[src/hdl/fusion_pkg.sv]
package fusion_pkg;

    //////////////////////////////////////////////////////////////////////
    // datapath widths
    //////////////////////////////////////////////////////////////////////

    // operand and product vector widths
    localparam int OPERAND_W    = 8;
    localparam int PRODUCT_W    = 64;
    localparam int ACC_W        = 128;

    // accumulator lane widths per precision
    localparam int FIELD2_ACC_W = 8;
    localparam int NIBBLE_ACC_W = 12;
    localparam int FULL_ACC_W   = 20;

    //////////////////////////////////////////////////////////////////////
    // axi4-lite register block
    //////////////////////////////////////////////////////////////////////

    localparam int AXIL_ADDR_W  = 4;
    localparam int AXIL_DATA_W  = 32;

    // byte address of the precision mode register
    localparam logic [AXIL_ADDR_W-1:0] MODE_ADDR = '0;

    localparam logic [1:0] RESP_OKAY   = 2'b00;
    localparam logic [1:0] RESP_SLVERR = 2'b10;

    // plain vectors with a meaning
    typedef logic [OPERAND_W-1:0] operand_t;
    typedef logic [PRODUCT_W-1:0] product_vec_t;
    typedef logic [ACC_W-1:0]     acc_vec_t;
    // one flag per brick, indexed block*4 + brick
    typedef logic [15:0]          brick_signs_t;

    // precision mode, value 3 is invalid
    typedef enum logic [1:0] {
        MODE_2X2 = 2'd0,
        MODE_4X4 = 2'd1,
        MODE_8X8 = 2'd2
    } prec_mode_t;

    // one operand sample, no back-pressure
    typedef struct packed {
        logic     valid;
        operand_t x;
        operand_t y;
    } mac_in_t;

    // manager to subordinate
    typedef struct packed {
        logic                     awvalid;
        logic [AXIL_ADDR_W-1:0]   awaddr;
        logic                     wvalid;
        logic [AXIL_DATA_W-1:0]   wdata;
        logic [AXIL_DATA_W/8-1:0] wstrb;
        logic                     bready;
        logic                     arvalid;
        logic [AXIL_ADDR_W-1:0]   araddr;
        logic                     rready;
    } axil_req_t;

    // subordinate to manager
    typedef struct packed {
        logic                   awready;
        logic                   wready;
        logic                   bvalid;
        logic [1:0]             bresp;
        logic                   arready;
        logic                   rvalid;
        logic [AXIL_DATA_W-1:0] rdata;
        logic [1:0]             rresp;
    } axil_rsp_t;

endpackage

[src/hdl/bit_brick.sv]
`timescale 1ns/1ps

module bit_brick (
    input  logic [1:0] x,
    input  logic [1:0] y,
    input  logic       sx,
    input  logic       sy,
    output logic [4:0] p
);

    // operands widened to 3 bits, top bit set only for a signed field
    logic [2:0] xi;
    logic [2:0] yi;

    // baugh-wooley partial product rows, one per bit of yi
    logic [2:0] pp0;
    logic [2:0] pp1;
    logic [2:0] pp2;

    // reduction tree internals
    logic c1;
    logic s2a;
    logic c2a;
    logic c2b;
    logic s3a;
    logic c3a;
    logic c3b;

    assign xi = {sx & x[1], x};
    assign yi = {sy & y[1], y};

    // sign row and sign column terms are inverted, sign*sign is not
    assign pp0 = {~(xi[2] & yi[0]), xi[1] & yi[0], xi[0] & yi[0]};
    assign pp1 = {~(xi[2] & yi[1]), xi[1] & yi[1], xi[0] & yi[1]};
    assign pp2 = {xi[2] & yi[2], ~(xi[1] & yi[2]), ~(xi[0] & yi[2])};

    //////////////////////////////////////////////////////////////////////
    // partial product reduction
    //////////////////////////////////////////////////////////////////////

    // weight 0 passes straight through
    assign p[0] = pp0[0];

    // weight 1, half adder
    assign p[1] = pp0[1] ^ pp1[0];
    assign c1   = pp0[1] & pp1[0];

    // weight 2, full adder on the two inner terms and the carry
    assign s2a = pp1[1] ^ pp2[0] ^ c1;
    assign c2a = (pp1[1] & pp2[0]) | (pp1[1] & c1) | (pp2[0] & c1);
    // then a half adder folds in the first row
    assign p[2] = pp0[2] ^ s2a;
    assign c2b  = pp0[2] & s2a;

    // weight 3, full adder on row terms and carry
    assign s3a = pp1[2] ^ pp2[1] ^ c2a;
    assign c3a = (pp1[2] & pp2[1]) | (pp1[2] & c2a) | (pp2[1] & c2a);
    // second full adder takes the constant correction one
    assign p[3] = ~(s3a ^ c2b);
    assign c3b  = s3a | c2b;

    // top bit from the last column
    // the 2^5 correction term falls outside the 5-bit result
    assign p[4] = pp2[2] ^ c3a ^ c3b;

endmodule

[src/hdl/fusion_block.sv]
`timescale 1ns/1ps

module fusion_block (
    input  logic [3:0]      x_nib,
    input  logic [3:0]      y_nib,
    input  logic [3:0]      sx,
    input  logic [3:0]      sy,
    output logic [3:0][3:0] brick_p,
    output logic [7:0]      nib_p
);

    // full 5-bit brick products
    // index 3 = hi*hi, 2 = hi*lo, 1 = lo*hi, 0 = lo*lo
    logic [3:0][4:0] bp;

    // merge terms
    logic [7:0] base_word;
    logic [5:0] cross_sum;

    //////////////////////////////////////////////////////////////////////
    // four 2x2 bricks
    //////////////////////////////////////////////////////////////////////

    for (genvar k = 0; k < 4; k++) begin : g_brick
        // x field follows the upper index bit, y field the lower
        bit_brick u_brick (
            .x  (x_nib[2*(k/2) +: 2]),
            .y  (y_nib[2*(k%2) +: 2]),
            .sx (sx[k]),
            .sy (sy[k]),
            .p  (bp[k])
        );

        // 2x2 lanes fit in 4 bits
        // largest magnitude is (-2)*(-2) = 4
        assign brick_p[k] = bp[k][3:0];
    end

    //////////////////////////////////////////////////////////////////////
    // merge and shift into the nibble product
    //////////////////////////////////////////////////////////////////////

    // hi*hi sits at weight 16, lo*lo at weight 1
    // lo*lo is unsigned here so 4 bits hold it without loss
    assign base_word = {bp[3][3:0], bp[0][3:0]};

    // cross bricks are signed 5-bit values
    // extend one bit before adding so the sum cannot overflow
    assign cross_sum = {bp[2][4], bp[2]} + {bp[1][4], bp[1]};

    // cross terms live at weight 4
    // the top carry drops out modulo 256
    assign nib_p = base_word + {cross_sum, 2'b00};

endmodule

[src/hdl/fusion_unit.sv]
`timescale 1ns/1ps

module fusion_unit (
    input  fusion_pkg::prec_mode_t   mode,
    input  fusion_pkg::mac_in_t      in,
    output fusion_pkg::product_vec_t product,
    output logic                     product_valid
);
    import fusion_pkg::*;

    // per-brick sign flags
    brick_signs_t x_signs;
    brick_signs_t y_signs;

    // block outputs, index 3 = xh*yh down to 0 = xl*yl
    logic [3:0][15:0] brick_lanes;
    logic [3:0][7:0]  nib_p;

    // 8x8 merge
    logic [11:0] cross_sum;
    logic [15:0] full_p;

    //////////////////////////////////////////////////////////////////////
    // sign flag decode
    //////////////////////////////////////////////////////////////////////

    // brick i uses x field {i[3], i[1]} and y field {i[2], i[0]}
    // a field is signed only when it is the top field at this precision
    always_comb begin
        for (int i = 0; i < 16; i++) begin
            case (mode)
                MODE_2X2: begin
                    // every field is a whole operand
                    x_signs[i] = 1'b1;
                    y_signs[i] = 1'b1;
                end
                MODE_4X4: begin
                    // upper field of each nibble
                    x_signs[i] = i[1];
                    y_signs[i] = i[0];
                end
                MODE_8X8: begin
                    // only the field holding bit 7
                    x_signs[i] = i[3] & i[1];
                    y_signs[i] = i[2] & i[0];
                end
                default: begin
                    x_signs[i] = 1'b0;
                    y_signs[i] = 1'b0;
                end
            endcase
        end
    end

    //////////////////////////////////////////////////////////////////////
    // four 4x4 fusion blocks
    //////////////////////////////////////////////////////////////////////

    for (genvar b = 0; b < 4; b++) begin : g_block
        // x nibble from the upper index bit, y nibble from the lower
        fusion_block u_block (
            .x_nib   (in.x[4*(b/2) +: 4]),
            .y_nib   (in.y[4*(b%2) +: 4]),
            .sx      (x_signs[4*b +: 4]),
            .sy      (y_signs[4*b +: 4]),
            .brick_p (brick_lanes[b]),
            .nib_p   (nib_p[b])
        );
    end

    // cross nibble products are signed 8-bit, extend before adding
    assign cross_sum = {{4{nib_p[2][7]}}, nib_p[2]} + {{4{nib_p[1][7]}}, nib_p[1]};

    // xh*yh at weight 256, xl*yl unsigned at weight 1, cross terms at 16
    assign full_p = {nib_p[3], nib_p[0]} + {cross_sum, 4'b0000};

    //////////////////////////////////////////////////////////////////////
    // product vector mapping
    //////////////////////////////////////////////////////////////////////

    always_comb begin
        product = '0;
        case (mode)
            MODE_8X8: product[15:0] = full_p;
            // four nibble products in the upper half
            MODE_4X4: product[63:32] = nib_p;
            // sixteen brick lanes, highest block first
            MODE_2X2: product = brick_lanes;
            default: product = '0;
        endcase
    end

    // product is combinational so valid travels alongside
    assign product_valid = in.valid;

endmodule

[src/hdl/lane_accumulator.sv]
`timescale 1ns/1ps

module lane_accumulator (
    input  logic                     clk,
    input  logic                     nrst,
    input  fusion_pkg::prec_mode_t   mode,
    input  logic                     acc_clear,
    input  fusion_pkg::product_vec_t product,
    input  logic                     product_valid,
    output fusion_pkg::acc_vec_t     sum
);
    import fusion_pkg::*;

    // next value for a valid sample
    acc_vec_t sum_next;

    //////////////////////////////////////////////////////////////////////
    // per-mode lane adds
    //////////////////////////////////////////////////////////////////////

    // lanes are packed from the top of sum downwards
    // bits outside the active lanes start from zero
    always_comb begin
        sum_next = '0;
        case (mode)
            MODE_8X8: begin
                // single 20-bit lane at the top
                sum_next[ACC_W-1 -: FULL_ACC_W] = sum[ACC_W-1 -: FULL_ACC_W]
                    + {{(FULL_ACC_W-16){product[15]}}, product[15:0]};
            end
            MODE_4X4: begin
                // four 12-bit lanes above bit 80
                // lane i takes the 8-bit product at 32 + 8*i
                for (int i = 0; i < 4; i++) begin
                    sum_next[ACC_W-4*NIBBLE_ACC_W+NIBBLE_ACC_W*i +: NIBBLE_ACC_W] =
                        sum[ACC_W-4*NIBBLE_ACC_W+NIBBLE_ACC_W*i +: NIBBLE_ACC_W]
                        + {{(NIBBLE_ACC_W-8){product[32+8*i+7]}}, product[32+8*i +: 8]};
                end
            end
            MODE_2X2: begin
                // sixteen 8-bit lanes over all of sum
                for (int i = 0; i < 16; i++) begin
                    sum_next[FIELD2_ACC_W*i +: FIELD2_ACC_W] =
                        sum[FIELD2_ACC_W*i +: FIELD2_ACC_W]
                        + {{(FIELD2_ACC_W-4){product[4*i+3]}}, product[4*i +: 4]};
                end
            end
            // invalid mode zeroes every lane
            default: sum_next = '0;
        endcase
    end

    //////////////////////////////////////////////////////////////////////
    // accumulator register
    //////////////////////////////////////////////////////////////////////

    // clear beats a coincident sample
    always_ff @(posedge clk) begin
        if (!nrst) begin
            sum <= '0;
        end else if (acc_clear) begin
            sum <= '0;
        end else if (product_valid) begin
            sum <= sum_next;
        end
    end

    // a new lane layout only ever starts from a cleared accumulator
    a_mode_change_clears: assert property (
        @(posedge clk) disable iff (!nrst) !$stable(mode) |-> acc_clear
    ) else $error("mode changed without acc_clear");

endmodule

[src/hdl/mode_regs.sv]
`timescale 1ns/1ps

module mode_regs (
    input  logic                   clk,
    input  logic                   nrst,
    input  fusion_pkg::axil_req_t  axil_req,
    output fusion_pkg::axil_rsp_t  axil_rsp,
    output fusion_pkg::prec_mode_t mode,
    output logic                   acc_clear
);
    import fusion_pkg::*;

    // write channel state
    logic aw_ready;
    logic b_valid;
    logic [1:0] b_resp;

    // read channel state
    logic ar_ready;
    logic r_valid;
    logic [AXIL_DATA_W-1:0] r_data;
    logic [1:0] r_resp;

    // handshakes and decode
    logic wr_fire;
    logic rd_fire;
    logic wr_hit;
    logic rd_hit;

    assign wr_fire = aw_ready & axil_req.awvalid & axil_req.wvalid;
    assign rd_fire = ar_ready & axil_req.arvalid;
    assign wr_hit  = (axil_req.awaddr == MODE_ADDR);
    assign rd_hit  = (axil_req.araddr == MODE_ADDR);

    //////////////////////////////////////////////////////////////////////
    // write channel and mode register
    //////////////////////////////////////////////////////////////////////

    always_ff @(posedge clk) begin
        if (!nrst) begin
            aw_ready  <= 1'b0;
            b_valid   <= 1'b0;
            acc_clear <= 1'b0;
            mode      <= MODE_8X8;
        end else begin
            // one-cycle pulse on every accepted mode write, same value or not
            acc_clear <= wr_fire & wr_hit;
            if (b_valid && axil_req.bready) begin
                b_valid <= 1'b0;
            end
            if (wr_fire) begin
                aw_ready <= 1'b0;
                b_valid  <= 1'b1;
            end else if (!aw_ready && !b_valid && axil_req.awvalid && axil_req.wvalid) begin
                // address and data both present, nothing pending
                aw_ready <= 1'b1;
            end
            if (wr_fire && wr_hit && axil_req.wstrb[0]) begin
                mode <= prec_mode_t'(axil_req.wdata[1:0]);
            end
        end
    end

    //////////////////////////////////////////////////////////////////////
    // read channel
    //////////////////////////////////////////////////////////////////////

    // arready comes up on the first cycle out of reset
    // and drops while a response waits for rready
    always_ff @(posedge clk) begin
        if (!nrst) begin
            ar_ready <= 1'b0;
            r_valid  <= 1'b0;
        end else if (rd_fire) begin
            ar_ready <= 1'b0;
            r_valid  <= 1'b1;
        end else if (r_valid && axil_req.rready) begin
            r_valid  <= 1'b0;
            ar_ready <= 1'b1;
        end else if (!r_valid) begin
            ar_ready <= 1'b1;
        end
    end

    // response payload, captured at the accept
    always_ff @(posedge clk) begin
        if (wr_fire) begin
            b_resp <= wr_hit ? RESP_OKAY : RESP_SLVERR;
        end
        if (rd_fire) begin
            r_data <= rd_hit ? AXIL_DATA_W'(mode) : '0;
            r_resp <= rd_hit ? RESP_OKAY : RESP_SLVERR;
        end
    end

    always_comb begin
        axil_rsp.awready = aw_ready;
        axil_rsp.wready  = aw_ready;
        axil_rsp.bvalid  = b_valid;
        axil_rsp.bresp   = b_resp;
        axil_rsp.arready = ar_ready;
        axil_rsp.rvalid  = r_valid;
        axil_rsp.rdata   = r_data;
        axil_rsp.rresp   = r_resp;
    end

    // responses stay up until the manager takes them
    a_bvalid_hold: assert property (
        @(posedge clk) disable iff (!nrst) (b_valid && !axil_req.bready) |=> b_valid
    ) else $error("bvalid dropped before bready");

    a_rvalid_hold: assert property (
        @(posedge clk) disable iff (!nrst) (r_valid && !axil_req.rready) |=> r_valid
    ) else $error("rvalid dropped before rready");

endmodule

[src/hdl/fusion_mac_top.sv]
`timescale 1ns/1ps

module fusion_mac_top (
    input  logic                  clk,
    input  logic                  nrst,
    input  fusion_pkg::axil_req_t axil_req,
    output fusion_pkg::axil_rsp_t axil_rsp,
    input  fusion_pkg::mac_in_t   mac_in,
    output fusion_pkg::acc_vec_t  sum
);
    import fusion_pkg::*;

    // configuration to datapath
    prec_mode_t   mode;
    logic         acc_clear;

    // fusion unit to accumulator
    product_vec_t product;
    logic         product_valid;

    // axi4-lite mode register and clear pulse
    mode_regs u_mode_regs (
        .clk       (clk),
        .nrst      (nrst),
        .axil_req  (axil_req),
        .axil_rsp  (axil_rsp),
        .mode      (mode),
        .acc_clear (acc_clear)
    );

    // combinational multiplier array
    fusion_unit u_fusion_unit (
        .mode          (mode),
        .in            (mac_in),
        .product       (product),
        .product_valid (product_valid)
    );

    // sum-apart lanes
    lane_accumulator u_lane_acc (
        .clk           (clk),
        .nrst          (nrst),
        .mode          (mode),
        .acc_clear     (acc_clear),
        .product       (product),
        .product_valid (product_valid),
        .sum           (sum)
    );

endmodule

[config.mk]
export PLATFORM = sky130hd
export DESIGN_NAME = fusion_mac_top
export DESIGN_NICKNAME = d
export VERILOG_FILES = /design/src/hdl/fusion_pkg.sv /design/src/hdl/bit_brick.sv /design/src/hdl/fusion_block.sv /design/src/hdl/fusion_unit.sv /design/src/hdl/lane_accumulator.sv /design/src/hdl/mode_regs.sv /design/src/hdl/fusion_mac_top.sv
export SDC_FILE = /design/constraint.sdc
export NUM_CORES = 1
export LEC_CHECK = 0
export BUFFER_PORTS_ARGS = -buffer_cell sky130_fd_sc_hd__buf_4
export CORE_AREA = 8 8 230 144
export CTS_BUF_LIST = sky130_fd_sc_hd__clkbuf_8
export DETAILED_ROUTE_END_ITERATION = 8
export DIE_AREA = 0 0 238 152
export PLACE_DENSITY_LB_ADDON = 0.25
export SETUP_SLACK_MARGIN = 0.05
export SYNTH_ARGS = -nofsm -noshare
export SYNTH_HDL_FRONTEND = slang
export SYNTH_HIERARCHICAL = 1
export SYNTH_SLANG_ARGS = --single-unit
[constraint.sdc]
create_clock -name clk -period 11.4 [get_ports clk]
set_input_delay 1.14 -clock clk [delete_from_list [all_inputs] [get_ports clk]]
set_output_delay 1.14 -clock clk [all_outputs]
set_load 0.1 [all_outputs]
==> results.sh, run 1 <==
export IMPL_placed_area_sq_um=19000
export IMPL_p_comb_share_pct=84.0
export IMPL_first_pass_iters=6
export IMPL_crit_required_ns=11.84
export IMPL_start_kind="flop"
export IMPL_nets=2639
export IMPL_slew_headroom_pct=11.71
export IMPL_rr_worst_depth=30
export IMPL_cts_root_buf="clkbuf_8"
export IMPL_die_area_sq_um=36180
export IMPL_grt_start_max_net_pins=78
export IMPL_cts_tree="done"
export IMPL_pre_cts_ws_ns=2.226
export IMPL_pin_count=237
export IMPL_initial_utilization_pct=59.38
export IMPL_h_tree_depth=4
export IMPL_die_w_um=238
export IMPL_clock_sinks=139
export IMPL_fp_row_count=49
export IMPL_cpPeakStageDelay_ns=0.68
export IMPL_hold_depth=2
export IMPL_grt_util_all_layers_pct=29.61
export IMPL_hold_viol_final=0
export IMPL_power_share_clock_pct=7.1
export IMPL_synth_area_sq_um=17550
export IMPL_drive_above_1_share_pct=12.16
export IMPL_gp_congestion=0.9354
export IMPL_grt_pass1_vias=15652
export IMPL_design_area_sq_um=19410
export IMPL_detail_route_wl_per_cell_um=21.10
export IMPL_report_final_slew_viol_count=0
export IMPL_crit_buf_inv=1
export IMPL_clk_path_buf_depth=2
export IMPL_worstMarginPinSlew_ns=1.321
export IMPL_diodes=0
export IMPL_ant_nets=0
export IMPL_post_cts_resized=0
export IMPL_fin_crit_sh_pct=78.94
export IMPL_yosys_warnings=6
export IMPL_path_depth=30
export IMPL_syn_avg_cell_area_sq_um=8.336
export IMPL_setup_ws_ns=2.400
export IMPL_postCtsSetupBuffers=0
export IMPL_via_per_inst=6.117
export IMPL_crit_top_cell="ha_1"
export IMPL_crit_arrival_ns=9.44
export IMPL_critPathTopFamily="adder cells"
export IMPL_rsz0062_at_grt="false"
export IMPL_drt_total_wl_um=55990
export IMPL_clk_pin_slew_worst_paths_ns=0.09
export IMPL_maxCapViolCount=0
export IMPL_drc=0
export IMPL_drt_iter0_drc=1693
export IMPL_leakage_nw=9.764
export IMPL_clock_latency_ns=0.51
export IMPL_setup_tns_ns=0
export IMPL_crit_path_end_kind="flop"
export IMPL_core_area_sq_um=29550
export IMPL_antenna_found_initial=0
export IMPL_sequentialPowerShare_pct=8.9
export IMPL_grt_remaining_overflow=0
export IMPL_crit_fanout=20
export IMPL_port_buffers=171
export IMPL_fin_hold_ws_ns=0.4746
export IMPL_slowest_stage="o211ai_2"
export IMPL_area_growth_pct=10.62
export IMPL_path_class="reg2reg"
export IMPL_power_density_nw_per_um2=330.4
export IMPL_p_switching_mw=3.605
export IMPL_max_freq_ghz=0.1111
export IMPL_p_sw_share_pct=56.21
export IMPL_synthesis_instances=2105
export IMPL_run_status="finished, final reports clean"
export IMPL_grt_pass1_wl_um=86800
export IMPL_vias=16229
export IMPL_skew_ns=0.02581
export IMPL_peakVddDrop_mv=0.3544
export IMPL_setup_viol=0
export IMPL_timing_hold_worst_class="reg2reg"
export IMPL_numCtsBuffers=17
export IMPL_die_h_um=152
export IMPL_finalCriticalPeriod_ns=9.000
export IMPL_hpwlAfterDp_um=42890
export IMPL_hold_buffers=0
export IMPL_cell_internal_pwr_mw=2.808
-- worst reg2reg max path, delay by kind of cell (launching register included) --
family | cells | cell delay [ns]
buffers and inverters | 1 | 0.06
DFF | 1 | 0.46
adders and majority gates | 8 | 3.02
xor gates and xnor gates | 3 | 0.77
and+or+nand+nor | 7 | 2.23
AOI/OAI and AO/OA | 11 | 2.37
-- area by class of cell --
cell class / instances / area (sq um)
fillers: 2528 / 10140
repair buffers: 183 / 1374
flip-flops and latches: 139 / 2828
clock buffers: 18 / 247.7
well taps: 408 / 510.5
clock inverters: 14 / 158.9
inverters: 119 / 446.7
multi-input cells: 1772 / 13850
-- layer usage --
metal	vias to the layer above	track usage (%)	wire [um]
met4	0	7.784	1042
met2	680	46.16	24910
met5	-	0	0
met1	7794	40.79	24980
met3	70	6.756	5051
li1	7685	-	-
-- power groups by stage --
stage	Combinational (mW)	Clock, mW	Sequential [mW]
CTS	5.23	0.461	0.569
floorplan	3.87	0	0.729
finish	5.39	0.454	0.572
detailed placement	5.20	0	0.580
global route	5.77	0.478	0.575
global placement	5.06	0	0.580
-- layout by cell type (no fill, tap or decap), types with 9 or more instances in the layout --
cell	instances
ha_1	276
buf_4	183
a21oi_1	162
nor2_1	160
nand2_1	142
dfxtp_1	133
inv_1	118
xnor2_1	101
a21o_1	92
xor2_1	87
o21ai_0	82
and2_1	68
fa_1	63
a22oi_1	52
and3_1	51
nand3_1	49
mux2i_1	44
conb_1	32
nor3_1	30
nor2b_1	30
o21a_1	24
nand4_1	19
clkbuf_8	18
o21bai_1	17
o21ai_1	13
or3_1	13
a21oi_2	12
a211oi_1	11
o221ai_1	9
o41ai_2	9
-- metrics by stage --
| step | power [mW] | util (%) | cells |
|---|---|---|---|
| global placement | 5.635 | 64.31 | 2621 |
| detailed placement | 5.779 | 64.31 | 2621 |
| finish | 6.413 | 65.69 | 2653 |
| CTS | 6.261 | 65.69 | 2653 |
| floorplan | 4.603 | - | 2136 |
| global route | 6.822 | 65.69 | 2653 |
-- path summary, 6_finish.rpt --
kind | slack [ns] | startpoint | end
max reg2reg | 2.40 | u_mode_regs/mode[0]$_SDFFE_PN0P_ | u_lane_acc/sum[31]$_SDFFE_PP0P_
min reg2reg | 0.47 | u_lane_acc/sum[39]$_SDFFE_PP0P_ | u_lane_acc/sum[39]$_SDFFE_PP0P_
min | 0.47 | u_lane_acc/sum[39]$_SDFFE_PP0P_ | u_lane_acc/sum[39]$_SDFFE_PP0P_
max | 2.40 | u_mode_regs/mode[0]$_SDFFE_PN0P_ | u_lane_acc/sum[31]$_SDFFE_PP0P_
-- state kept, by name (all words and copies together) (netlist names) --
| name | count |
|---|---|
| u_mode_regs/mode | 2 |
| u_mode_regs/r_valid | 1 |
| u_mode_regs/aw_ready | 1 |
| u_mode_regs/r_resp | 1 |
| u_mode_regs/r_data | 2 |
| u_mode_regs/b_valid | 1 |
| u_lane_acc/sum | 128 |
| u_mode_regs/acc_clear | 1 |
| u_mode_regs/b_resp | 1 |
| u_mode_regs/ar_ready | 1 |
(Power assumes the default switching activity.)
==> run 2, diff against run 1 <==
- CORE_AREA: 8 8 230 144 -> 8 8 241 151
- DIE_AREA: 0 0 238 152 -> 0 0 249 159
- clock period: 11.4 -> 8.15 ns (I/O delays scaled with it)
==> run 2 against run 1 <==
Final area is 1.1% higher. Power is 42% higher. Sequential cell count stayed put. Hold slack worse by 0.0016 ns. Clock power is 32% higher. Via count is 1.1% higher. Register-to-register slack worse by 1.9 ns. Non-clock buffer count is 23 higher. Setup slack worse by 2.0 ns.
==> results.sh, run 2 (synthesis gave the netlist of run 1 again) <==
export IMPL_run_status="finished, final reports clean"
export IMPL_grt_start_max_net_pins=78
export IMPL_crit_fanout=22
export IMPL_min_to="u_lane_acc/sum[7]$_SDFFE_PP0P_"
export IMPL_drive_above_1_share_pct=13.18
export IMPL_gp_congestion=0.9996
export IMPL_first_pass_iters=6
export IMPL_final_cell_mix="276 x ha_1, 206 x buf_4, 161 x a21oi_1"
export IMPL_clock_sinks=139
export IMPL_h_tree_depth=4
export IMPL_initial_utilization_pct=53.41
export IMPL_report_final_slew_viol_count=0
export IMPL_peakVddDrop_mv=0.6791
export IMPL_drc=0
export IMPL_vias=16402
export IMPL_grt_remaining_overflow=0
export IMPL_slew_headroom_pct=13.92
export IMPL_clk_path_buf_depth=2
export IMPL_drt_total_wl_um=57220
export IMPL_numCtsBuffers=17
export IMPL_cts_tree="done"
export IMPL_hold_depth=2
export IMPL_drt_iter0_drc=1508
export IMPL_clk_pin_slew_worst_paths_ns=0.10
export IMPL_leakage_nw=9.866
export IMPL_grt_pass1_vias=15681
export IMPL_fp_row_count=52
export IMPL_crit_top_cell="ha_1"
export IMPL_finalCriticalPeriod_ns=7.737
export IMPL_ff2ff_setup_slack_ns=0.52
export IMPL_die_w_um=249
export IMPL_ant_nets=0
export IMPL_top_register="u_lane_acc/sum"
export IMPL_largestRegisters="u_lane_acc/sum: 128 flops, u_mode_regs/mode: 2 flops, u_mode_regs/r_data: 2 flops"
export IMPL_nets=2662
export IMPL_cts_root_buf="clkbuf_8"
export IMPL_die_area_sq_um=39590
export IMPL_worstMarginPinSlew_ns=1.290
export IMPL_grt_util_all_layers_pct=27.78
export IMPL_setup_viol=0
export IMPL_port_buffers=171
export IMPL_antenna_found_initial=2
export IMPL_cpPeakStageDelay_ns=0.52
export IMPL_via_per_inst=6.070
export IMPL_reg2reg_from="u_mode_regs/mode[1]$_SDFFE_PN1P_"
export IMPL_rsz0062_at_grt="false"
export IMPL_die_h_um=159
export IMPL_start_kind="input port"
export IMPL_worst_hold_startpoint="u_lane_acc/sum[7]$_SDFFE_PP0P_"
export IMPL_wl_met2_um=23640
export IMPL_path_class="in2reg"
export IMPL_grt_pass1_wl_um=89110
export IMPL_final_common_cell="ha_1"
export IMPL_r2r_end="u_lane_acc/sum[126]$_SDFFE_PP0P_"
export IMPL_fin_hold_ws_ns=0.4730
export IMPL_rr_worst_depth=31
export IMPL_met3_length_um=5124
export IMPL_m1WireLength_um=27080
export IMPL_pin_count=237
export IMPL_setup_tns_ns=0
export IMPL_highest_layer="met5"
export IMPL_setup_ws_ns=0.4130
export IMPL_hpwlAfterDp_um=44580
export IMPL_crit_required_ns=8.56
export IMPL_skew_ns=0.01491
export IMPL_crit_path_end_kind="flop"
export IMPL_hold_buffers=0
export IMPL_pre_cts_ws_ns=-0.07844
export IMPL_timing_hold_worst_class="reg2reg"
export IMPL_maxCapViolCount=0
export IMPL_crit_arrival_ns=8.14
export IMPL_fin_crit_sh_pct=94.93
export IMPL_largest_reg_flops=128
export IMPL_clock_latency_ns=0.51
export IMPL_detail_route_wl_per_cell_um=21.18
export IMPL_hold_viol_final=0
export IMPL_slowest_stage="or4_1"
export IMPL_core_area_sq_um=32860
export IMPL_power_density_nw_per_um2=463.8
export IMPL_max_freq_ghz=0.1293
export IMPL_area_growth_pct=11.86
run 2: final cells by class:
cell class | instances | area, sq um
multi-input combinational | 1772 | 13870
fill | 2950 | 13230
sequential | 139 | 2828
timing repair buffer | 206 | 1546
tap | 432 | 540.5
inverter | 119 | 446.7
clock buffer | 17 | 234.0
clock inverter | 15 | 158.9
antenna | 2 | 5.005
run 2: layer usage:
metal | track usage, % | vias to the layer above
li1 | - | 7751
met1 | 40.36 | 7869
met2 | 40.57 | 679
met3 | 6.211 | 101
met4 | 7.793 | 2
met5 | 0 | -
run 2: worst max-delay path: cells and delay by family:
family,cells,cell delay [ns]
adder cells (fa/ha/maj),9,3.01
AO/OA/AOI/OAI,14,2.39
buffers and inverters,3,0.32
XOR/XNOR,2,0.57
AND/OR/NAND/NOR,5,1.02
run 2: worst max-delay path by stage:
stage / from / to / slack (ns)
5_1_grt: mac_in[3] / u_lane_acc/sum[31]$_SDFFE_PP0P_ / 0.06
3_3_place_gp: mac_in[3] / u_lane_acc/sum[31]$_SDFFE_PP0P_ / 0.07
3_5_place_dp: mac_in[3] / u_lane_acc/sum[31]$_SDFFE_PP0P_ / -0.08
4_1_cts: mac_in[3] / u_lane_acc/sum[31]$_SDFFE_PP0P_ / 0.43
6_report: mac_in[3] / u_lane_acc/sum[126]$_SDFFE_PP0P_ / 0.41
2_1_floorplan: u_mode_regs/mode[1]$_SDFFE_PN1P_ / u_lane_acc/sum[126]$_SDFFE_PP0P_ / 0.06
run 2: where the power goes:
group	leakage (nW)	total, mW	switching, mW	internal (mW)
Clock	0.195	0.600	0.347	0.253
Sequential	1.13	0.798	0.0693	0.729
Combinational	8.54	7.71	4.52	3.18
run 2: what timing repair did:
action                     in CTS  in global routing
buffers inserted                0                  0
resized for setup               0                  4
setup endpoints to repair       0                  3
run 2: stage by stage:
step                      utilization [%]  cell area [sq um]  total power, mW  cells
after CTS                           59.65              19600            8.865   2700
after floorplan                         -              17660            6.439   2136
after global placement              58.46              19210            8.015   2668
final                               59.74              19630            9.104   2702
after detailed placement            58.46              19210            8.217   2668
after global routing                59.73              19620            9.825   2700
==> run 3, diff against run 2 <==
- CORE_AREA: 8 8 241 151 -> 8 8 233 146
- DIE_AREA: 0 0 249 159 -> 0 0 241 154
- SYNTH_HIERARCHICAL: 1 -> default
==> run 3 against run 2 <==
First-iteration DRC count decreased by 16%. Critical path depth increased by 2. Clock-buffer cell count increased by 2. Routed wire length decreased by 15%. Register-to-register slack improved by 0.05 ns. Sequential power decreased by 2%. Largest cell class unchanged. Largest power group unchanged.
==> results.sh, run 3 <==
export IMPL_synth_most_common_cell="ha_1"
export IMPL_leakage_nw=9.377
export IMPL_diodes=0
export IMPL_clk_pin_slew_worst_paths_ns=0.09
export IMPL_die_h_um=154
export IMPL_area_growth_pct=12.30
export IMPL_clock_latency_ns=0.50
export IMPL_cts_root_buf="clkbuf_8"
export IMPL_p_sw_share_pct=51.70
export IMPL_drive_above_1_share_pct=11.31
export IMPL_crit_arrival_ns=7.99
export IMPL_core_area_sq_um=30530
export IMPL_slew_headroom_pct=26.27
export IMPL_fill_cells=2687
export IMPL_netlist_area_leader_share_pct=20.18
export IMPL_finalCriticalPeriod_ns=7.578
export IMPL_grt_remaining_overflow=0
export IMPL_timing_hold_worst_class="reg2reg"
export IMPL_ys_flop_type="dfxtp_1"
export IMPL_numCtsBuffers=17
export IMPL_clk_path_buf_depth=2
export IMPL_setup_tns_ns=0
export IMPL_report_final_slew_viol_count=0
export IMPL_fp_row_count=50
export IMPL_drt_iter0_drc=1260
export IMPL_final_cell_mix="267 x ha_1, 199 x nor2_1, 196 x buf_4"
export IMPL_crit_path_end_kind="flop"
export IMPL_synth_seq_area_share_pct=17.05
export IMPL_synth_commonest_cells="267 x ha_1, 204 x nor2_1, 163 x a21oi_1, 136 x xnor2_1, 135 x dfxtp_1"
export IMPL_ys_types=69
export IMPL_drt_total_wl_um=48900
export IMPL_p_comb_share_pct=83.6
export IMPL_critPathTopFamily="adder cells"
export IMPL_h_tree_depth=4
export IMPL_grt_pass1_vias=14495
export IMPL_skew_ns=0.01518
export IMPL_maxCapViolCount=0
export IMPL_synth_area_sq_um=16550
export IMPL_die_w_um=241
export IMPL_pin_count=237
export IMPL_p_switching_mw=4.665
export IMPL_start_kind="flop"
export IMPL_syn_avg_cell_area_sq_um=8.248
export IMPL_largest_reg_flops=128
export IMPL_crit_fanout=18
export IMPL_grt_util_all_layers_pct=25.99
export IMPL_clock_sinks=139
export IMPL_drc=0
export IMPL_postCtsSetupBuffers=0
export IMPL_hpwlAfterDp_um=37660
export IMPL_hold_buffers=0
export IMPL_sequentialPowerShare_pct=8.7
export IMPL_top_register="u_lane_acc.sum"
export IMPL_synth_largest_area_cell="ha_1"
export IMPL_rsz0062_at_grt="false"
export IMPL_synthTopCellsByArea="ha_1 20%, dfxtp_1 16%, xnor2_1 7.2%, fa_1 6.7%, a21oi_1 4.9%"
export IMPL_path_class="reg2reg"
export IMPL_die_area_sq_um=37110
export IMPL_port_buffers=171
export IMPL_vias=14867
export IMPL_power_density_nw_per_um2=485.3
export IMPL_cell_internal_pwr_mw=4.359
export IMPL_detail_route_wl_per_cell_um=19.07
export IMPL_via_per_inst=5.798
export IMPL_layoutNonFillerInstCount=2564
export IMPL_gp_congestion=0.9239
export IMPL_grt_start_max_net_pins=77
export IMPL_nets=2525
export IMPL_crit_buf_inv=2
export IMPL_power_share_clock_pct=7.7
export IMPL_utilization_pct=60.90
export IMPL_fin_crit_sh_pct=92.98
export IMPL_crit_required_ns=8.56
export IMPL_setup_viol=0
export IMPL_cts_tree="done"
export IMPL_worstMarginPinSlew_ns=1.105
export IMPL_grt_pass1_wl_um=77760
export IMPL_max_freq_ghz=0.1320
export IMPL_antenna_found_initial=1
export IMPL_final_common_cell="ha_1"
export IMPL_first_pass_iters=6
export IMPL_dp_cells=2532
export IMPL_async_flop_share_pct=0
export IMPL_slowest_stage="dfxtp_4"
export IMPL_yosys_warnings=0
export IMPL_peakVddDrop_mv=0.4996
export IMPL_hold_viol_final=0
export IMPL_ant_nets=0
export IMPL_synthesis_instances=2007
export IMPL_synth_edff_count=4
export IMPL_largestRegisters="u_lane_acc.sum: 128 flops, u_mode_regs.mode: 2 flops, u_mode_regs.r_data: 2 flops"
export IMPL_crit_top_cell="ha_1"
export IMPL_initial_utilization_pct=54.23
export IMPL_ys_seq_elements=139
export IMPL_cpPeakStageDelay_ns=0.52
export IMPL_run_status="finished, final reports clean"
## run 3: cell types whose count changed in the layout (fill, tap and decap cells not counted), sizes merged, moves of 12 or more
| cell | before | now |
|---|---|---|
| a22oi | 52 | 79 |
| and3 | 51 | 16 |
| nand2 | 142 | 97 |
| nand3 | 50 | 38 |
| nand4 | 19 | 3 |
| nor2 | 166 | 204 |
| o21a | 24 | 8 |
| o21ai | 96 | 76 |
| o21bai | 17 | 44 |
| xnor2 | 101 | 136 |
| xor2 | 87 | 68 |
## run 3: timing repair
action / 4_1_cts / 5_1_grt
gates resized for setup: 0 / 4
endpoints found under the hold margin: 0 / 0
endpoints found under the setup margin: 0 / 2
## run 3: stage by stage
stage / hold WS (ns) / instance area, sq um / power (mW) / setup slack, ns
after global routing: 0.5021 / 18590 / 9.801 / 0.07621
final: 0.4766 / 18590 / 9.023 / 0.5719
after detailed placement: 0.4653 / 18110 / 8.189 / -0.0003295
after floorplan: 0.4694 / 16670 / 6.700 / 0.4558
after global placement: 0.4665 / 18110 / 7.915 / 0.1841
after CTS: 0.4778 / 18570 / 8.958 / 0.3109
## run 3: worst min-delay path, cell delays in order (launching register included)
cell and delay, ns:
dfxtp_1 0.33, inv_1 0.05, o21ai_1 0.05
## run 3: final timing paths
| check | start | to | slack [ns] | cells after the start |
|---|---|---|---|---|
| min reg2reg | u_lane_acc.sum[47]$_SDFFE_PP0P_ | u_lane_acc.sum[47]$_SDFFE_PP0P_ | 0.48 | 2 |
| min | u_lane_acc.sum[47]$_SDFFE_PP0P_ | u_lane_acc.sum[47]$_SDFFE_PP0P_ | 0.48 | 2 |
| max | u_mode_regs.mode[1]$_SDFFE_PN1P_ | u_lane_acc.sum[127]$_SDFFE_PP0P_ | 0.57 | 35 |
| max reg2reg | u_mode_regs.mode[1]$_SDFFE_PN1P_ | u_lane_acc.sum[127]$_SDFFE_PP0P_ | 0.57 | 35 |
## run 3: cell type report
type                       instances  area [sq um]  area share (%)
timing repair buffer             196          1471           7.914
multi-input combinational       1658         12850           69.10
clock inverter                    13         198.9           1.070
clock buffer                      19         261.5           1.407
tap                              416         520.5           2.800
inverter                         123         462.9           2.490
sequential                       139          2830           15.22
## run 3: layer usage
layer	GRT usage, %	share of wire (%)	up-vias
met5	0	0	-
met4	6.012	1.7	0
met3	6.408	8.5	57
met2	39.49	43	551
met1	36.57	47	7021
li1	-	-	7238
## run 3: logic make-up after synthesis
logic type / Yosys count / synth area share, %
DFF: 139 / 17.05
buffers and inverters: 241 / 6.311
xor gates and xnor gates: 210 / 11.67
and+or+nand+nor: 515 / 14.54
muxes: 36 / 2.177
other: 1 / 0.02265
AOI/OAI and AO/OA: 543 / 21.40
adders and majority gates: 322 / 26.83
## run 3: power by group through the flow
| stage | clock [mW] | combinational (mW) | sequential (mW) |
|---|---|---|---|
| after floorplan | 0 | 5.68 | 1.02 |
| after global placement | 0 | 7.12 | 0.795 |
| after detailed placement | 0 | 7.39 | 0.798 |
| after CTS | 0.710 | 7.47 | 0.783 |
| after global routing | 0.737 | 8.27 | 0.790 |
| final | 0.694 | 7.55 | 0.783 |
